## src/hdl/plic_pkg.sv

```systemverilog
/* shared TileLink-UL types and PLIC address map for one hart with 15 level sources.
   SOURCE_W must match the TL_RS parameter given to plic_top */
`default_nettype none

package plic_pkg;

    // TileLink source id width, plic_top passes it down as TL_RS
    parameter int SOURCE_W = 4;
    parameter int NUM_SRC  = 15;
    parameter int PRIO_W   = 3;
    // id 0 means no interrupt
    parameter int ID_W     = $clog2(NUM_SRC + 1);

    // 4 bytes per source id
    parameter logic [21:0] PRIO_BASE   = 22'h000000;
    parameter logic [21:0] PEND_ADDR   = 22'h001000;
    // 0x80 per context
    parameter logic [21:0] ENABLE_BASE = 22'h002000;
    // 0x1000 per context, threshold at +0 and claim/complete at +4
    parameter logic [21:0] CTX_BASE    = 22'h200000;

    typedef enum logic [2:0] {
        put_full    = 3'd0,
        put_partial = 3'd1,
        get         = 3'd4
    } tl_a_op_e;

    typedef enum logic [2:0] {
        access_ack      = 3'd0,
        access_ack_data = 3'd1
    } tl_d_op_e;

    typedef struct packed {
        logic [SOURCE_W-1:0] source;
        logic [3:0]          size;
        logic [21:0]         address;
        logic [3:0]          mask;
        logic [31:0]         data;
        tl_a_op_e            opcode;
    } plic_req_t;

    typedef struct packed {
        tl_d_op_e            opcode;
        logic [3:0]          size;
        logic [SOURCE_W-1:0] source;
        logic                denied;
        logic [31:0]         data;
    } plic_rsp_t;

endpackage

`default_nettype wire
```

## src/hdl/plic_top.sv

```systemverilog
/* PLIC for a single hart as a TileLink-UL slave, context 0 drives meip and context 1 seip.
   a_param and a_corrupt are not taken; TL_RS must equal plic_pkg::SOURCE_W */
`timescale 1ns/1ps
`default_nettype none

module plic_top #(
    parameter int TL_RS = 4
) (
    input  wire logic                         plic_clock,
    input  wire logic                         rst_n,

    input  wire logic [2:0]                   a_opcode,
    input  wire logic [3:0]                   a_size,
    input  wire logic [TL_RS-1:0]             a_source,
    input  wire logic [21:0]                  a_address,
    input  wire logic [3:0]                   a_mask,
    input  wire logic [31:0]                  a_data,
    input  wire logic                         a_valid,
    output logic                              a_ready,

    output logic [2:0]                        d_opcode,
    output logic [3:0]                        d_size,
    output logic [TL_RS-1:0]                  d_source,
    output logic                              d_denied,
    output logic [31:0]                       d_data,
    output logic                              d_valid,
    input  wire logic                         d_ready,

    input  wire logic [plic_pkg::NUM_SRC-1:0] int_in,
    output logic                              hart0_meip,
    output logic                              hart0_seip
);

    localparam int NUM_SRC = plic_pkg::NUM_SRC;
    localparam int PRIO_W  = plic_pkg::PRIO_W;
    localparam int ID_W    = plic_pkg::ID_W;

    plic_pkg::plic_req_t       a_req;
    plic_pkg::plic_req_t       req;
    plic_pkg::plic_rsp_t       d_rsp;
    logic                      req_valid;
    logic                      req_take;
    logic [NUM_SRC-1:0]        pending;
    logic [NUM_SRC*PRIO_W-1:0] prio;
    logic [NUM_SRC-1:0]        enable_m;
    logic [NUM_SRC-1:0]        enable_s;
    logic [PRIO_W-1:0]         thresh_m;
    logic [PRIO_W-1:0]         thresh_s;
    logic [ID_W-1:0]           best_id_m;
    logic [ID_W-1:0]           best_id_s;
    logic                      claim_stb;
    logic [ID_W-1:0]           claim_id;
    logic                      complete_stb;
    logic [ID_W-1:0]           complete_id;

    assign a_req    = {a_source, a_size, a_address, a_mask, a_data, a_opcode};
    assign d_opcode = d_rsp.opcode;
    assign d_size   = d_rsp.size;
    assign d_source = d_rsp.source;
    assign d_denied = d_rsp.denied;
    assign d_data   = d_rsp.data;

    plic_skid_buffer #(
        .WIDTH($bits(plic_pkg::plic_req_t))
    ) i_skid_buffer (
        .plic_clock(plic_clock),
        .rst_n     (rst_n),
        .in_valid  (a_valid),
        .in_data   (a_req),
        .in_ready  (a_ready),
        .out_valid (req_valid),
        .out_data  (req),
        .out_take  (req_take)
    );

    plic_bus_ctrl #(
        .TL_RS(TL_RS)
    ) i_bus_ctrl (
        .plic_clock  (plic_clock),
        .rst_n       (rst_n),
        .req         (req),
        .req_valid   (req_valid),
        .req_take    (req_take),
        .d_rsp       (d_rsp),
        .d_valid     (d_valid),
        .d_ready     (d_ready),
        .pending     (pending),
        .best_id_m   (best_id_m),
        .best_id_s   (best_id_s),
        .prio        (prio),
        .enable_m    (enable_m),
        .enable_s    (enable_s),
        .thresh_m    (thresh_m),
        .thresh_s    (thresh_s),
        .claim_stb   (claim_stb),
        .claim_id    (claim_id),
        .complete_stb(complete_stb),
        .complete_id (complete_id)
    );

    plic_gateway i_gateway (
        .plic_clock  (plic_clock),
        .rst_n       (rst_n),
        .int_in      (int_in),
        .claim_stb   (claim_stb),
        .claim_id    (claim_id),
        .complete_stb(complete_stb),
        .complete_id (complete_id),
        .pending     (pending)
    );

    // machine mode context
    plic_target i_target_m (
        .plic_clock(plic_clock),
        .rst_n     (rst_n),
        .pending   (pending),
        .enable    (enable_m),
        .prio      (prio),
        .thresh    (thresh_m),
        .best_id   (best_id_m),
        .irq       (hart0_meip)
    );

    // supervisor context
    plic_target i_target_s (
        .plic_clock(plic_clock),
        .rst_n     (rst_n),
        .pending   (pending),
        .enable    (enable_s),
        .prio      (prio),
        .thresh    (thresh_s),
        .best_id   (best_id_s),
        .irq       (hart0_seip)
    );

endmodule

`default_nettype wire

```

## src/hdl/plic_target.sv

```systemverilog
/* per-context arbiter, highest priority above threshold wins and ties go to the lower id.
   best_id and irq are registered, one cycle behind the inputs */
`timescale 1ns/1ps
`default_nettype none

module plic_target (
    input  wire logic                                     plic_clock,
    input  wire logic                                     rst_n,
    input  wire logic [plic_pkg::NUM_SRC-1:0]             pending,
    input  wire logic [plic_pkg::NUM_SRC-1:0]             enable,
    input  wire logic [plic_pkg::NUM_SRC*plic_pkg::PRIO_W-1:0] prio,
    input  wire logic [plic_pkg::PRIO_W-1:0]              thresh,
    output logic [plic_pkg::ID_W-1:0]                     best_id,
    output logic                                          irq
);

    localparam int NUM_SRC = plic_pkg::NUM_SRC;
    localparam int PRIO_W  = plic_pkg::PRIO_W;
    localparam int ID_W    = plic_pkg::ID_W;

    logic [ID_W-1:0]   best_c;
    logic [PRIO_W-1:0] best_prio;

    always_comb begin
        // running best starts at the threshold, so a winner must be strictly above it
        best_c    = '0;
        best_prio = thresh;
        // ascending scan with a strict compare keeps the lower id on a tie
        for (int i = 1; i <= NUM_SRC; i++) begin
            if (pending[i-1] && enable[i-1] && prio[(i-1)*PRIO_W +: PRIO_W] > best_prio) begin
                best_c    = ID_W'(i);
                best_prio = prio[(i-1)*PRIO_W +: PRIO_W];
            end
        end
    end

    always_ff @(posedge plic_clock) begin
        if (!rst_n) begin
            best_id <= '0;
            irq     <= 1'b0;
        end else begin
            best_id <= best_c;
            irq     <= best_c != '0;
        end
    end

endmodule

`default_nettype wire

```

## src/hdl/plic_gateway.sv

```systemverilog
/* level gateway per source; pending latches a high level and the source is blocked
   from claim until a complete of the same id. bit 0 of int_in is source 1 */
`timescale 1ns/1ps
`default_nettype none

module plic_gateway (
    input  wire logic                         plic_clock,
    input  wire logic                         rst_n,
    input  wire logic [plic_pkg::NUM_SRC-1:0] int_in,
    input  wire logic                         claim_stb,
    input  wire logic [plic_pkg::ID_W-1:0]    claim_id,
    input  wire logic                         complete_stb,
    input  wire logic [plic_pkg::ID_W-1:0]    complete_id,
    output logic [plic_pkg::NUM_SRC-1:0]      pending
);

    localparam int NUM_SRC = plic_pkg::NUM_SRC;

    logic [NUM_SRC-1:0] in_flight;
    logic [NUM_SRC:0]   claim_dec;
    logic [NUM_SRC:0]   done_dec;
    logic [NUM_SRC:0]   pend_ext;

    // one-hot by id, bit 0 stands for the unused id 0
    assign claim_dec = {{NUM_SRC{1'b0}}, claim_stb} << claim_id;
    assign done_dec  = {{NUM_SRC{1'b0}}, complete_stb} << complete_id;
    assign pend_ext  = {pending, 1'b0};

    always_ff @(posedge plic_clock) begin
        if (!rst_n) begin
            pending   <= '0;
            in_flight <= '0;
        end else begin
            // a claim beats a new level on the same source
            pending   <= (pending | (int_in & ~in_flight)) & ~claim_dec[NUM_SRC:1];
            // completes for ids not in flight clear nothing
            in_flight <= (in_flight & ~done_dec[NUM_SRC:1]) | claim_dec[NUM_SRC:1];
        end
    end

    // the controller only claims an id the target saw as pending
    a_claim_pending: assert property (@(posedge plic_clock) disable iff (!rst_n)
        claim_stb |-> claim_id != '0 && pend_ext[claim_id]);

endmodule

`default_nettype wire

```

## src/hdl/plic_bus_ctrl.sv

```systemverilog
/* register file and TileLink-UL request decode; single beat only, size above 2 is denied.
   a claim read waits two cycles after any write or claim so the target ids have settled */
`timescale 1ns/1ps
`default_nettype none

module plic_bus_ctrl #(
    parameter int TL_RS = 4
) (
    input  wire logic                                     plic_clock,
    input  wire logic                                     rst_n,
    input  wire plic_pkg::plic_req_t                      req,
    input  wire logic                                     req_valid,
    output logic                                          req_take,
    output plic_pkg::plic_rsp_t                           d_rsp,
    output logic                                          d_valid,
    input  wire logic                                     d_ready,
    input  wire logic [plic_pkg::NUM_SRC-1:0]             pending,
    input  wire logic [plic_pkg::ID_W-1:0]                best_id_m,
    input  wire logic [plic_pkg::ID_W-1:0]                best_id_s,
    output logic [plic_pkg::NUM_SRC*plic_pkg::PRIO_W-1:0] prio,
    output logic [plic_pkg::NUM_SRC-1:0]                  enable_m,
    output logic [plic_pkg::NUM_SRC-1:0]                  enable_s,
    output logic [plic_pkg::PRIO_W-1:0]                   thresh_m,
    output logic [plic_pkg::PRIO_W-1:0]                   thresh_s,
    output logic                                          claim_stb,
    output logic [plic_pkg::ID_W-1:0]                     claim_id,
    output logic                                          complete_stb,
    output logic [plic_pkg::ID_W-1:0]                     complete_id
);

    localparam int NUM_SRC = plic_pkg::NUM_SRC;
    localparam int PRIO_W  = plic_pkg::PRIO_W;
    localparam int ID_W    = plic_pkg::ID_W;

    logic                is_get;
    logic                is_put;
    logic                hit_prio;
    logic                hit_pend;
    logic                hit_en;
    logic                hit_ctx;
    logic                is_claim;
    logic                denied;
    logic                fire;
    logic                claim_wait;
    logic                en_ctx;
    logic                tgt_ctx;
    logic [ID_W-1:0]     src_idx;
    logic [ID_W-1:0]     ctx_best;
    int                  prio_lsb;
    logic [31:0]         cur_word;
    logic [31:0]         wr_word;
    logic [1:0]          hold_cnt;
    plic_pkg::plic_rsp_t rsp;

    // the request and response structs carry SOURCE_W bits of source id
    if (TL_RS != plic_pkg::SOURCE_W) begin : g_bad_source_width
        $error("TL_RS must equal plic_pkg::SOURCE_W");
    end

    always_comb begin
        is_get   = req.opcode == plic_pkg::get;
        is_put   = req.opcode == plic_pkg::put_full || req.opcode == plic_pkg::put_partial;
        src_idx  = req.address[5:2];
        en_ctx   = req.address[7];
        tgt_ctx  = req.address[12];
        // priority 0 does not exist
        hit_prio = req.address[21:6] == plic_pkg::PRIO_BASE[21:6] && src_idx != '0;
        hit_pend = req.address[21:2] == plic_pkg::PEND_ADDR[21:2];
        hit_en   = req.address[21:8] == plic_pkg::ENABLE_BASE[21:8] && req.address[6:2] == '0;
        hit_ctx  = req.address[21:13] == plic_pkg::CTX_BASE[21:13] && req.address[11:3] == '0;
        is_claim = hit_ctx && req.address[2];
        denied   = !(is_get || is_put) || req.size > 4'd2
                   || !(hit_prio || hit_pend || hit_en || hit_ctx);
        ctx_best = tgt_ctx ? best_id_s : best_id_m;
        prio_lsb = hit_prio ? (int'(src_idx) - 1) * PRIO_W : 0;

        // current image of the addressed word, also the base for masked writes
        cur_word = '0;
        if (hit_prio) begin
            cur_word[PRIO_W-1:0] = prio[prio_lsb +: PRIO_W];
        end else if (hit_pend) begin
            cur_word[NUM_SRC:1] = pending;
        end else if (hit_en) begin
            cur_word[NUM_SRC:1] = en_ctx ? enable_s : enable_m;
        end else if (hit_ctx && !req.address[2]) begin
            cur_word[PRIO_W-1:0] = tgt_ctx ? thresh_s : thresh_m;
        end else if (is_claim) begin
            cur_word[ID_W-1:0] = ctx_best;
        end

        // prio and threshold live in lane 0, so a plain byte merge covers every field
        for (int b = 0; b < 4; b++) begin
            wr_word[8*b +: 8] = req.mask[b] ? req.data[8*b +: 8] : cur_word[8*b +: 8];
        end
    end

    assign claim_wait = req_valid && is_get && is_claim && hold_cnt != 2'd0;
    assign req_take   = (!d_valid || d_ready) && !claim_wait;
    assign fire       = req_valid && req_take;

    assign claim_stb    = fire && is_get && is_claim && !denied && ctx_best != '0;
    assign claim_id     = ctx_best;
    assign complete_stb = fire && is_put && is_claim && !denied;
    assign complete_id  = req.data[ID_W-1:0];

    always_comb begin
        rsp.opcode = is_get ? plic_pkg::access_ack_data : plic_pkg::access_ack;
        rsp.size   = req.size;
        rsp.source = req.source;
        rsp.denied = denied;
        rsp.data   = (is_get && !denied) ? cur_word : '0;
    end

    always_ff @(posedge plic_clock) begin
        if (!rst_n) begin
            d_valid  <= 1'b0;
            hold_cnt <= '0;
            prio     <= '0;
            enable_m <= '0;
            enable_s <= '0;
            thresh_m <= '0;
            thresh_s <= '0;
        end else begin
            if (fire) begin
                d_valid <= 1'b1;
            end else if (d_ready) begin
                d_valid <= 1'b0;
            end

            if (fire && !denied && (is_put || claim_stb)) begin
                hold_cnt <= 2'd2;
            end else if (hold_cnt != 2'd0) begin
                hold_cnt <= hold_cnt - 2'd1;
            end

            // writes to the pending word are acked and dropped
            if (fire && is_put && !denied) begin
                if (hit_prio) begin
                    prio[prio_lsb +: PRIO_W] <= wr_word[PRIO_W-1:0];
                end
                if (hit_en && en_ctx) begin
                    enable_s <= wr_word[NUM_SRC:1];
                end
                if (hit_en && !en_ctx) begin
                    enable_m <= wr_word[NUM_SRC:1];
                end
                if (hit_ctx && !req.address[2] && tgt_ctx) begin
                    thresh_s <= wr_word[PRIO_W-1:0];
                end
                if (hit_ctx && !req.address[2] && !tgt_ctx) begin
                    thresh_m <= wr_word[PRIO_W-1:0];
                end
            end
        end
    end

    always_ff @(posedge plic_clock) begin
        if (fire) begin
            d_rsp <= rsp;
        end
    end

    a_claim_xor_complete: assert property (@(posedge plic_clock) disable iff (!rst_n)
        !(claim_stb && complete_stb));

endmodule

`default_nettype wire

```

## src/hdl/plic_skid_buffer.sv

```systemverilog
/* two-slot valid/ready buffer, in_ready is registered and never follows out_take
   combinationally. out_data holds while out_valid is high and not taken */
`timescale 1ns/1ps
`default_nettype none

module plic_skid_buffer #(
    parameter int WIDTH = 8
) (
    input  wire logic             plic_clock,
    input  wire logic             rst_n,
    input  wire logic             in_valid,
    input  wire logic [WIDTH-1:0] in_data,
    output logic                  in_ready,
    output logic                  out_valid,
    output logic [WIDTH-1:0]      out_data,
    input  wire logic             out_take
);

    logic             skid_valid;
    logic [WIDTH-1:0] skid_data;
    logic             accept;

    assign accept   = in_valid && in_ready;
    // only the skid slot decides whether a new beat fits
    assign in_ready = !skid_valid;

    always_ff @(posedge plic_clock) begin
        if (!rst_n) begin
            out_valid  <= 1'b0;
            skid_valid <= 1'b0;
        end else if (!out_valid || out_take) begin
            // main slot frees up, skid entry goes first
            out_valid  <= skid_valid || accept;
            skid_valid <= 1'b0;
        end else if (accept) begin
            skid_valid <= 1'b1;
        end
    end

    always_ff @(posedge plic_clock) begin
        if (!out_valid || out_take) begin
            out_data <= skid_valid ? skid_data : in_data;
        end
        if (accept && out_valid && !out_take) begin
            skid_data <= in_data;
        end
    end

    a_out_stable: assert property (@(posedge plic_clock) disable iff (!rst_n)
        out_valid && !out_take |=> out_valid && $stable(out_data));

endmodule

`default_nettype wire

```

## config.mk

```make
export PLATFORM = sky130hd
export DESIGN_NAME = plic_top
export DESIGN_NICKNAME = d
export VERILOG_FILES = /design/src/hdl/plic_pkg.sv /design/src/hdl/plic_top.sv /design/src/hdl/plic_target.sv /design/src/hdl/plic_gateway.sv /design/src/hdl/plic_bus_ctrl.sv /design/src/hdl/plic_skid_buffer.sv
export SDC_FILE = /design/constraint.sdc
export NUM_CORES = 1
export LEC_CHECK = 0
export ABC_CLOCK_PERIOD_IN_PS = 49700
export BUFFER_PORTS_ARGS = -buffer_cell sky130_fd_sc_hd__clkbuf_2
export CORE_MARGIN = 1.5
export CORE_UTILIZATION = 25
export CTS_BUF_LIST = sky130_fd_sc_hd__clkbuf_4 sky130_fd_sc_hd__clkbuf_8 sky130_fd_sc_hd__clkbuf_16
export DETAILED_ROUTE_END_ITERATION = 8
export PLACE_DENSITY = 0.36
export SLEW_MARGIN = 0
export SYNTH_ARGS = -nofsm -noshare
export SYNTH_HDL_FRONTEND = slang
export SYNTH_SLANG_ARGS = --single-unit
```

## constraint.sdc

```tcl
create_clock -name plic_clock -period 49.7 [get_ports plic_clock]
set_input_delay 9.94 -clock plic_clock [delete_from_list [all_inputs] [get_ports plic_clock]]
set_output_delay 9.94 -clock plic_clock [all_outputs]
set_load 0.05 [all_outputs]
```

==> Word-level counts from Yosys, hierarchy flattened <==
Cells that the tools add are included.
{ "totals": {"output_inout_bits": 48, "register_bits": 308, "wordCells": 287} }
{ "classes": {"multipliers": 1, "n_lt_le_gt_ge": 31, "mux": 81, "eq_ne": 5, "n_shift": 5, "addsub": 3, "n_bitwise": 9, "reduce_logical": 128} }
{ "ops": {"columns": ["op", "count"], "rows": [
  ["$mux W3", 40],
  ["$gt A3 B3 Y1", 30],
  ["$logic_and A1 B1 Y1", 88],
  ["$mux W4", 18],
  ["$mux W69", 1],
  ["$and A15 B15 Y15", 3],
  ["$bwmux W45", 1],
  ["$not A15 Y15", 3],
  ["$shift A3 B33 Y45 const A", 1],
  ["$shiftx A3 B33 Y45", 1],
  ["$shiftx A45 B32 Y3", 1],
  ["$neg A32 Y33", 1],
  ["$mul A32 B3 Y32 const B", 1],
  ["$mux W32", 1],
  ["$shl A1 B4 Y16", 2],
  ["$mux W15", 2],
  ["$or A15 B15 Y15", 2],
  ["$eq A20 B11 Y1 const B", 1],
  ["$logic_not A16 Y1", 1],
  ["$mux W8", 2],
  ["$reduce_bool A4 Y1", 4],
  ["$eq A14 B6 Y1 const B", 1],
  ["$mux W13", 1],
  ["$mux W12", 1],
  ["17 further kinds", 56]
]} }

==> Depth between registers and ports, before layout <==
Gate-level depths: netlist of the first run.
{ "logic_depth": {"word_depth": 46, "depth_mapped": 104, "depth_no_buf": 103} }

==> Cells and area by module <==
Synthesis of the first run repeated with hierarchy kept, for this count alone.
{ "unflattened": {"cells_unflattened": 2038, "area_unflattened_um2": 19293.5} }
{ "modules_own_cells": {"columns": ["mod", "cells_each", "seq_area_each_um2", "n_inst", "area_per_inst_um2"], "rows": [
  ["plic_bus_ctrl", 1015, 2462.4, 1, 8044.0],
  ["plic_skid_buffer", 223, 4184.0, 1, 5407.7],
  ["plic_target (i_target_s)", 339, 100.1, 1, 2371.0],
  ["plic_target (i_target_m)", 325, 100.1, 1, 2235.9],
  ["plic_gateway", 136, 600.6, 1, 1234.9]
]} }

==> Worst setup path after synthesis of the first run <==
Ideal clock, no wire load.
{ "synth_timing": {"kind": "reg-to-reg", "from": "reg i_bus_ctrl.thresh_m[2] in the netlist's numbering", "to": "reg i_target_m.irq", "synth_period_minus_slack_ps": 17498, "n_path_buf": 2, "stages_incl_launch_ff": 98, "arrival_ps": 17346, "setup_time_ps": 151, "slack_ps": 32202, "path_cell_list": "dfxtp_1 > clkbuf_1 > inv_1 > ha_1 > o21a_1 > o2111ai_1 > buf_2 > o21ai_0 > ha_1 > nor2_1 > nor2_1 > nor2_1 > mux2i_1 > a21oi_1 > o2111ai_1 > mux2_2 > ha_1 > o221a_2 > (+62 left out) > o21ai_1 > nand2_1 > ha_1 > nor2_1 > o221ai_1 > a41oi_1 > a21oi_1 > ha_1 > nor2b_1 > o21ai_0 > a21oi_1 > mux2_2 > ha_1 > a21o_1 > a21oi_1 > a311oi_1 > nor4_1 > a41oi_1"} }
{ "synth_between": {"elab_chain_len": 46} }
{ "synth_lines": {"columns": ["element", "line", "source"], "rows": [
  ["start, declared", "plic_bus_ctrl.sv:23", "output logic [plic_pkg::PRIO_W-1:0] thresh_m,"],
  ["start signal, assigned", "plic_bus_ctrl.sv:151", "thresh_m <= wr_word[PRIO_W-1:0];"],
  ["$gt A3 B3 Y1", "plic_target.sv:30", "if (pending[i-1] && enable[i-1] && prio[(i-1)*PRIO_W +: PRIO_W] > best_prio) begin"],
  ["$logic_and A1 B1 Y1", "plic_target.sv:30", null],
  ["$mux W3", "plic_target.sv:30", null],
  ["$gt A3 B3 Y1", "plic_target.sv:30", null],
  ["$logic_and A1 B1 Y1", "plic_target.sv:30", null],
  ["$mux W3", "plic_target.sv:30", null],
  ["$gt A3 B3 Y1", "plic_target.sv:30", null],
  ["$logic_and A1 B1 Y1", "plic_target.sv:30", null],
  ["(+30 left out)", null, null],
  ["$mux W3", "plic_target.sv:30", null],
  ["$gt A3 B3 Y1", "plic_target.sv:30", null],
  ["$logic_and A1 B1 Y1", "plic_target.sv:30", null],
  ["$mux W3", "plic_target.sv:30", null],
  ["$gt A3 B3 Y1", "plic_target.sv:30", null],
  ["$logic_and A1 B1 Y1", "plic_target.sv:30", null],
  ["$mux W4 (*)", "plic_target.sv:30", null],
  ["$reduce_bool A4 Y1 (*)", "plic_target.sv:43", "irq <= best_c != '0;"],
  ["end signal, assigned", "plic_target.sv:40", "irq <= 1'b0;"],
  ["end signal, assigned", "plic_target.sv:43", null],
  ["end, declared", "plic_target.sv:14", "output logic irq"]
]} }
Mark *: on every way between the ends. The rest lies on a longest branch, timed or not.
A chain may end at the register's enable or synchronous reset.

==> Worst setup path after layout of the first run <==
{ "layout_timing": {"from": "reg i_bus_ctrl.prio[1] in the netlist's numbering", "to": "reg i_target_m.irq"} }
{ "layout_between": {"elab_chain_len": 46} }
{ "layout_lines": {"columns": ["element", "line", "source"], "rows": [
  ["start, declared", "plic_bus_ctrl.sv:20", "output logic [plic_pkg::NUM_SRC*plic_pkg::PRIO_W-1:0] prio,"],
  ["start signal, assigned by index", "plic_bus_ctrl.sv:139", "prio[prio_lsb +: PRIO_W] <= wr_word[PRIO_W-1:0];"],
  ["$gt A3 B3 Y1", "plic_target.sv:30", null],
  ["$logic_and A1 B1 Y1", "plic_target.sv:30", null],
  ["$mux W3", "plic_target.sv:30", null],
  ["$gt A3 B3 Y1", "plic_target.sv:30", null],
  ["$logic_and A1 B1 Y1", "plic_target.sv:30", null],
  ["$mux W3", "plic_target.sv:30", null],
  ["$gt A3 B3 Y1", "plic_target.sv:30", null],
  ["$logic_and A1 B1 Y1", "plic_target.sv:30", null],
  ["(+30 left out)", null, null],
  ["$mux W3", "plic_target.sv:30", null],
  ["$gt A3 B3 Y1", "plic_target.sv:30", null],
  ["$logic_and A1 B1 Y1", "plic_target.sv:30", null],
  ["$mux W3", "plic_target.sv:30", null],
  ["$gt A3 B3 Y1", "plic_target.sv:30", null],
  ["$logic_and A1 B1 Y1", "plic_target.sv:30", null],
  ["$mux W4 (*)", "plic_target.sv:30", null],
  ["$reduce_bool A4 Y1 (*)", "plic_target.sv:43", null]
]} }
Marks and branches as above.

==> results of run 1 <==
cells in the mapped netlist (9+ instances only):
| cell | number | area, um2 |
|---|---|---|
| o2111ai_1 | 12 | 105 |
| ha_1 | 56 | 701 |
| o21ai_1 | 13 | 65.1 |
| buf_4 | 19 | 143 |
| o31ai_2 | 11 | 138 |
| mux2i_1 | 41 | 410 |
| a31oi_1 | 17 | 106 |
| o22ai_1 | 11 | 68.8 |
| buf_2 | 20 | 100 |
| nand2_1 | 217 | 815 |
| o21a_1 | 26 | 195 |
| and3_1 | 25 | 156 |
| nor4_1 | 10 | 62.6 |
| nand3_1 | 101 | 505 |
| a21oi_1 | 137 | 686 |
| mux2_2 | 77 | 867 |
| dfxtp_1 | 126 | 2520 |
| a211oi_1 | 22 | 165 |
| a41oi_1 | 11 | 96.3 |
| o31ai_1 | 11 | 82.6 |
| nor3_1 | 61 | 305 |
| o21ai_0 | 68 | 340 |
| a22o_1 | 9 | 78.8 |
| a21o_1 | 13 | 97.6 |
| or3_1 | 14 | 87.6 |
| a22oi_1 | 24 | 180 |
| nand2b_1 | 14 | 87.6 |
| and2_1 | 23 | 144 |
| a32oi_1 | 9 | 78.8 |
| nand4_1 | 14 | 87.6 |
| a221oi_1 | 11 | 96.3 |
| nor2_1 | 219 | 822 |
| clkbuf_1 | 80 | 300 |
| or2_2 | 11 | 68.8 |
| o211ai_1 | 16 | 120 |
| inv_1 | 89 | 334 |
| edfxtp_1 | 124 | 3720 |
cells in the final DEF, fill, tap and decap left out, types with 14 or more instances in the layout:
master     count
mux2_2        77
mux2i_1       41
and3_1        25
or3_1         14
nor3_1        61
o21a_1        26
buf_4         35
nand2b_1      14
nand4_1       14
o21ai_0       68
nand3_1      101
ha_1          56
a21oi_1      137
and2_1        23
nand2_1      216
nor2_1       219
dfxtp_1      125
a22oi_1       24
a211oi_1      22
clkbuf_2      97
conb_1        18
a31oi_1       17
edfxtp_1     124
o211ai_1      16
inv_1         89
clkbuf_16     31
registers in the layout (all words and copies together) (netlist names), 15 cells and up:
signal                   count
i_bus_ctrl.d_rsp            26
i_bus_ctrl.enable_m         15
i_bus_ctrl.enable_s         15
i_bus_ctrl.prio             45
i_gateway.in_flight         15
i_gateway.pending           15
i_skid_buffer.out_data      49
i_skid_buffer.skid_data     49
cell type report:
cell class / instances / area [um2]
fillers: 7074 / 47100
clock inverters: 21 / 138
multi-input cells: 1497 / 9730
flip-flops and latches: 250 / 6250
well taps: 864 / 1080
clock buffers: 36 / 820
repair buffers: 132 / 748
diodes: 2 / 5.00
inverters: 91 / 342
worst paths after layout:
path / start / endpoint / slack [ps] / depth (start not counted)
worst min register to register: i_skid_buffer.out_data[66] / i_bus_ctrl.d_rsp[34] / 420 / 0
worst max-delay path: i_bus_ctrl.prio[1] / i_target_m.irq / 28130 / 96
worst min-delay path: i_skid_buffer.out_data[66] / i_bus_ctrl.d_rsp[34] / 420 / 0
worst max register to register: i_bus_ctrl.prio[1] / i_target_m.irq / 28130 / 96
cells by family after synthesis:
logic type               after synthesis  synth area share
other                                  1          0.000223
buffers and inverters                221            0.0568
adder cells (fa/ha/maj)               62            0.0458
AO/OA/AOI/OAI                        521             0.220
XOR/XNOR                              10           0.00520
flip-flops                           250             0.371
multiplexers                         125            0.0841
AND/OR/NAND/NOR                      761             0.217
per-layer routing:
layer | share of wire | global-route usage
met5 | 0 | 0
met1 | 0.47 | 0.257
met3 | 0.053 | 0.0281
met2 | 0.44 | 0.295
met4 | 0.030 | 0.0586
critical path: cells and delay by family (launching register included):
| family | cells | cell delay, ps |
|---|---|---|
| AO/OA/AOI/OAI | 41 | 9910 |
| adder cells (fa/ha/maj) | 17 | 4990 |
| AND/OR/NAND/NOR | 32 | 4010 |
| multiplexers | 5 | 1680 |
| flip-flops | 1 | 670 |
| buffers and inverters | 1 | 80 |
stage by stage:
step           hold WS, ps  area (um2)  instances
2_1_floorplan          400       16900       1968
3_5_place_dp           407       18100       2834
4_1_cts                418       19100       2891
3_3_place_gp           404       18100       2834
6_report               420       19100       2893
5_1_grt                431       19100       2892
power groups by stage:
stage                     Clock [uW]  Combinational, uW  Sequential (uW)
final                            216               38.8              226
after detailed placement           0               38.9              230
after global routing             231               42.2              227
after floorplan                    0               25.9              230
after global placement             0               38.8              230
after CTS                        223               39.0              226
==> results.py, run 1 <==
metrics = {
    "floorplan": {
        "rows": 94,
        "die-area_um2": 68900,
        "start_util": 0.254,
        "io-pin-count": 136,
        "die_height_um": 263,
        "core-area_um2": 66200,
        "die-width_um": 263,
    },
    "cts": {
        "clk_pin_slew_ps": 60,
        "htree_levels": 1,
        "postCtsSetupBuffers": 0,
        "post_cts_resized": 0,
        "clock-sinks": 250,
        "clockBufferDepth": 3,
        "clock_latency_ps": 590,
        "cts_tree": "yes",
        "cts_buffers": 31,
        "ctsHoldBuffers": 0,
        "root_buffer": "clkbuf_16",
    },
    "pwr": {
        "switching_power_uw": 125,
        "p_leak_uw": 0.00689,
        "p_clk_frac": 0.449,
        "p_seq_frac": 0.471,
        "p_int_uw": 355,
        "p_total_uw": 480,
        "p_sw_frac": 0.260,
        "power_density_nw_per_um2": 25.1,
        "ir_drop_mv": 0.0223,
        "pwr-share-comb": 0.081,
    },
    "route": {
        "dr.first_iter.drc_count": 1062,
        "drt-total-wl_um": 65600,
        "wl_per_cell_um": 22.7,
        "num_vias": 15400,
        "viasPerCell": 5.31,
        "ant_nets": 0,
        "dr.pass1.iters": 5,
        "drc": 0,
    },
    "hold_path": {
        "min_path_type": "reg2reg",
    },
    "sta": {
        "hold_viol": 0,
        "skew_ps": 15.5,
        "slew_viol_final": 0,
        "fin_crit_ps": 21570,
        "setup_tns_ps": 0,
        "setup_violations": 0,
        "min_period_over_period": 0.434,
        "rsz0062_at_grt": "false",
        "max_freq_ghz": 0.0464,
        "tightest_slew_ps": 1170,
        "relSlewSlack": 0.216,
        "finalWorstSetupSlack_ps": 28130,
    },
    "layout": {
        "num-nets-final": 2148,
        "drive_above_1_share": 0.168,
        "syn_to_final_growth_pct": 13.5,
        "final_util": 0.289,
    },
    "global_route": {
        "grt_max_degree": 63,
        "grt-ovfl-total": 0,
        "grt_pass1_wl_um": 98200,
        "antenna_found_initial": 2,
        "grt_usage": 0.185,
        "grt_pass1_vias": 15000,
    },
    "worst_setup_path": {
        "cp.arrival_ps": 21980,
        "slowest_delay_ps": 810,
        "critPathMaxFanout": 12,
        "start_kind": "flop",
        "crit_type": "reg2reg",
        "critPathRequiredTime_ps": 50110,
        "cp_slowest_cell": "o2111ai_1",
        "critPathCaptureType": "flop",
        "crit_top_cell": "nor2_1",
    },
    "logic_synthesis": {
        "ys_warn_count": 0,
        "async_reset_ff_frac": 0,
        "postSynthAreaPerCell_um2": 8.63,
        "ys_seq_elements": 250,
        "syn-cell-area_um2": 16800,
        "synth_edf_count": 124,
        "synth_cells": 1951,
        "synth_cell_types": 110,
        "yosysSeqAreaShare": 0.371,
        "ys.flop_type": "dfxtp_1",
    },
    "run": {
        "cap_violations": 0,
    },
    "placement": {
        "io_buffers": 97,
        "hpwl_um": 49600,
        "pre_cts_slack_ps": 28290,
        "place_congestion": 0.866,
    },
    "status": {
        "status": "finished, final reports clean",
    },
}
No activity file was read; power rests on OpenSTA's default activity.
==> run 2, diff against run 1 <==
- ABC_AREA: default -> 1
- ABC_CLOCK_PERIOD_IN_PS: 49700 -> 22500
- clock period: 49.7 -> 22.5 ns (I/O delays scaled with it)
==> results.py, run 2 <==
metrics = {
    "hold_path": {
        "min-delay-start": "i_skid_buffer.out_data[65]",
        "worstHoldPathCells": 0,
        "min_path_type": "reg2reg",
        "hold_end": "i_bus_ctrl.d_rsp[33]",
    },
    "route": {
        "dr.pass1.iters": 5,
        "viasPerCell": 4.81,
        "drc": 0,
        "drt-total-wl_um": 60200,
        "wl_per_cell_um": 18.8,
        "ant_nets": 0,
        "num_vias": 15400,
        "dr.first_iter.drc_count": 930,
    },
    "status": {
        "status": "finished, final reports clean",
    },
    "worst_setup_path": {
        "r2r_slack_ps": 5160,
        "slowest_delay_ps": 550,
        "critPathCaptureType": "flop",
        "critPathRequiredTime_ps": 22980,
        "worst_r2r_startpoint": "i_bus_ctrl.prio[1]",
        "crit_type": "reg2reg",
        "r2r_end": "i_target_m.irq",
        "crit_top_cell": "o21ai_0",
        "start_kind": "flop",
        "cp_slowest_cell": "dfxtp_1",
        "rr_worst_depth": 96,
        "cp.arrival_ps": 17820,
        "critPathMaxFanout": 10,
    },
    "run": {
        "cap_violations": 0,
    },
    "placement": {
        "io_buffers": 97,
        "place_congestion": 0.859,
        "hpwl_um": 47100,
    },
    "logic_synthesis": {
        "synth_cell_types": 63,
        "synth_cells": 2227,
        "ys_warn_count": 0,
        "ys.flop_type": "dfxtp_1",
        "syn-cell-area_um2": 16300,
        "postSynthAreaPerCell_um2": 7.32,
        "synth.area.top_cells": "edfxtp_1 (23%), dfxtp_1 (15%), nand2_1 (11%)",
        "yosysSeqAreaShare": 0.383,
        "synth_largest_area_cell": "edfxtp_1",
        "synth_edf_count": 124,
        "yosys-top-cells-count": "nand2_1 (475), inv_1 (270), nor2_1 (241)",
        "synth_top_cell_area_share": 0.229,
        "async_reset_ff_frac": 0,
        "ys_seq_elements": 250,
        "synth_most_common_cell": "nand2_1",
    },
    "global_route": {
        "antenna_found_initial": 0,
        "grt_max_degree": 72,
        "grt_pass1_wl_um": 92300,
        "grt-ovfl-total": 0,
        "grt_pass1_vias": 15100,
        "grt_usage": 0.178,
    },
    "sta": {
        "rsz0062_at_grt": "false",
        "setup_tns_ps": 0,
        "tightest_slew_ps": 1030,
        "min_period_over_period": 0.771,
        "skew_ps": 30.6,
        "relSlewSlack": 0.312,
        "slew_viol_final": 0,
        "hold_viol": 0,
        "max_freq_ghz": 0.0577,
        "fin_hold_ws_ps": 422,
        "fin_crit_ps": 17340,
        "setup_violations": 0,
    },
    "layout": {
        "fillers": 7127,
        "final_common_cell": "nand2_1",
        "insertedDiodeCount": 0,
        "drive_above_1_share": 0.146,
        "syn_to_final_growth_pct": 15.2,
        "reg_top3": "i_skid_buffer.out_data x49, i_skid_buffer.skid_data x49, i_bus_ctrl.prio x45",
        "final_cell_mix": "nand2_1 (474), inv_1 (269), nor2_1 (237)",
        "num-nets-final": 2464,
    },
    "pwr": {
        "p_leak_uw": 0.00802,
        "switching_power_uw": 259,
        "ir_drop_mv": 0.0575,
        "p_sw_frac": 0.245,
        "p_clk_frac": 0.467,
        "pwr-share-comb": 0.063,
        "p_int_uw": 799,
        "power_density_nw_per_um2": 56.4,
        "p_seq_frac": 0.470,
    },
    "floorplan": {
        "start_util": 0.253,
        "die-area_um2": 66700,
        "die-width_um": 258,
        "rows": 93,
        "io-pin-count": 136,
        "core-area_um2": 64500,
        "die_height_um": 258,
    },
    "cts": {
        "ctsHoldBuffers": 0,
        "clk_pin_slew_ps": 70,
        "postCtsSetupBuffers": 0,
        "post_cts_resized": 0,
        "htree_levels": 1,
        "cts_buffers": 29,
        "clockBufferDepth": 3,
        "cts_tree": "yes",
        "clock_latency_ps": 590,
        "clock-sinks": 250,
        "root_buffer": "clkbuf_16",
    },
}
-- run 2: cell types whose count changed in the layout (fill, tap and decap cells not counted), moves of 25 or more --
| cell | delta |
|---|---|
| mux2i_1 | -33 |
| o21ai_0 | +148 |
| nand2_1 | +258 |
| inv_1 | +180 |
| mux2_2 | -77 |
| nand2_2 | +59 |
| nand3_2 | +29 |
| nor3_1 | -25 |
-- run 2: how the worst max path moves through the flow --
stage / start / to / depth (start not counted)
floorplan: i_bus_ctrl.thresh_m[2] / i_target_m.irq / 97
detailed placement: i_bus_ctrl.prio[1] / i_target_m.irq / 96
CTS: i_bus_ctrl.prio[1] / i_target_m.irq / 96
finish: i_bus_ctrl.prio[1] / i_target_m.irq / 96
global placement: i_bus_ctrl.prio[1] / i_target_m.irq / 96
global route: i_bus_ctrl.thresh_m[2] / i_target_m.irq / 95
-- run 2: power by group through the flow --
| stage | registers (uW) | logic, uW | clock network, uW |
|---|---|---|---|
| 2_1_floorplan | 511 | 36.4 | 0 |
| 3_3_place_gp | 508 | 67.3 | 0 |
| 3_5_place_dp | 507 | 67.6 | 0 |
| 4_1_cts | 498 | 67.8 | 511 |
| 5_1_grt | 498 | 73.4 | 527 |
| 6_report | 497 | 66.8 | 494 |
-- run 2: kinds of logic (layout without fill, tap and decap cells) --
| group | Yosys count | after routing | share of synthesized area |
|---|---|---|---|
| mux | 8 | 8 | 0.00491 |
| simple gates | 1006 | 1006 | 0.279 |
| fa+ha+maj | 57 | 57 | 0.0442 |
| xor+xnor | 9 | 9 | 0.00484 |
| flops | 250 | 250 | 0.383 |
| other cells | 1 | 18 | 0.000230 |
| compound gates | 516 | 516 | 0.191 |
| buf+inv | 380 | 478 | 0.0927 |
-- run 2: cell type report --
cell class	instances	area (um2)	area share
repair buffers	129	726	0.0387
inverters	295	1110	0.0592
clock inverters	12	146	0.00780
clock buffers	42	836	0.0445
flip-flops and latches	250	6250	0.333
multi-input cells	1614	8630	0.460
well taps	855	1070	0.0570
-- run 2: per-stage QoR --
| step | util | std cells | setup WS (ps) | cell area [um2] | power, uW |
|---|---|---|---|---|---|
| 2_1_floorplan | - | 2244 | 7780 | 16400 | 547 |
| 3_3_place_gp | 0.276 | 3143 | 5380 | 17800 | 575 |
| 3_5_place_dp | 0.276 | 3143 | 5110 | 17800 | 575 |
| 4_1_cts | 0.291 | 3197 | 5110 | 18800 | 1080 |
| 5_1_grt | 0.291 | 3197 | 3490 | 18800 | 1100 |
| 6_report | 0.291 | 3197 | 5160 | 18800 | 1060 |
-- run 2: metal layers --
metal | share of wire | GRT usage | up-vias
li1 | - | - | 7696
met1 | 0.48 | 0.245 | 7303
met2 | 0.46 | 0.300 | 312
met3 | 0.038 | 0.0183 | 54
met4 | 0.021 | 0.0406 | 0
met5 | 0 | 0 | -
-- run 2: worst max-delay path: cells and delay by family (launching register included) --
| kind | cells | cell delay (ps) |
|---|---|---|
| AOI/OAI and AO/OA | 29 | 6780 |
| adders and majority gates | 15 | 4570 |
| and+or+nand+nor | 46 | 4970 |
| buffers and inverters | 6 | 440 |
| DFF | 1 | 550 |
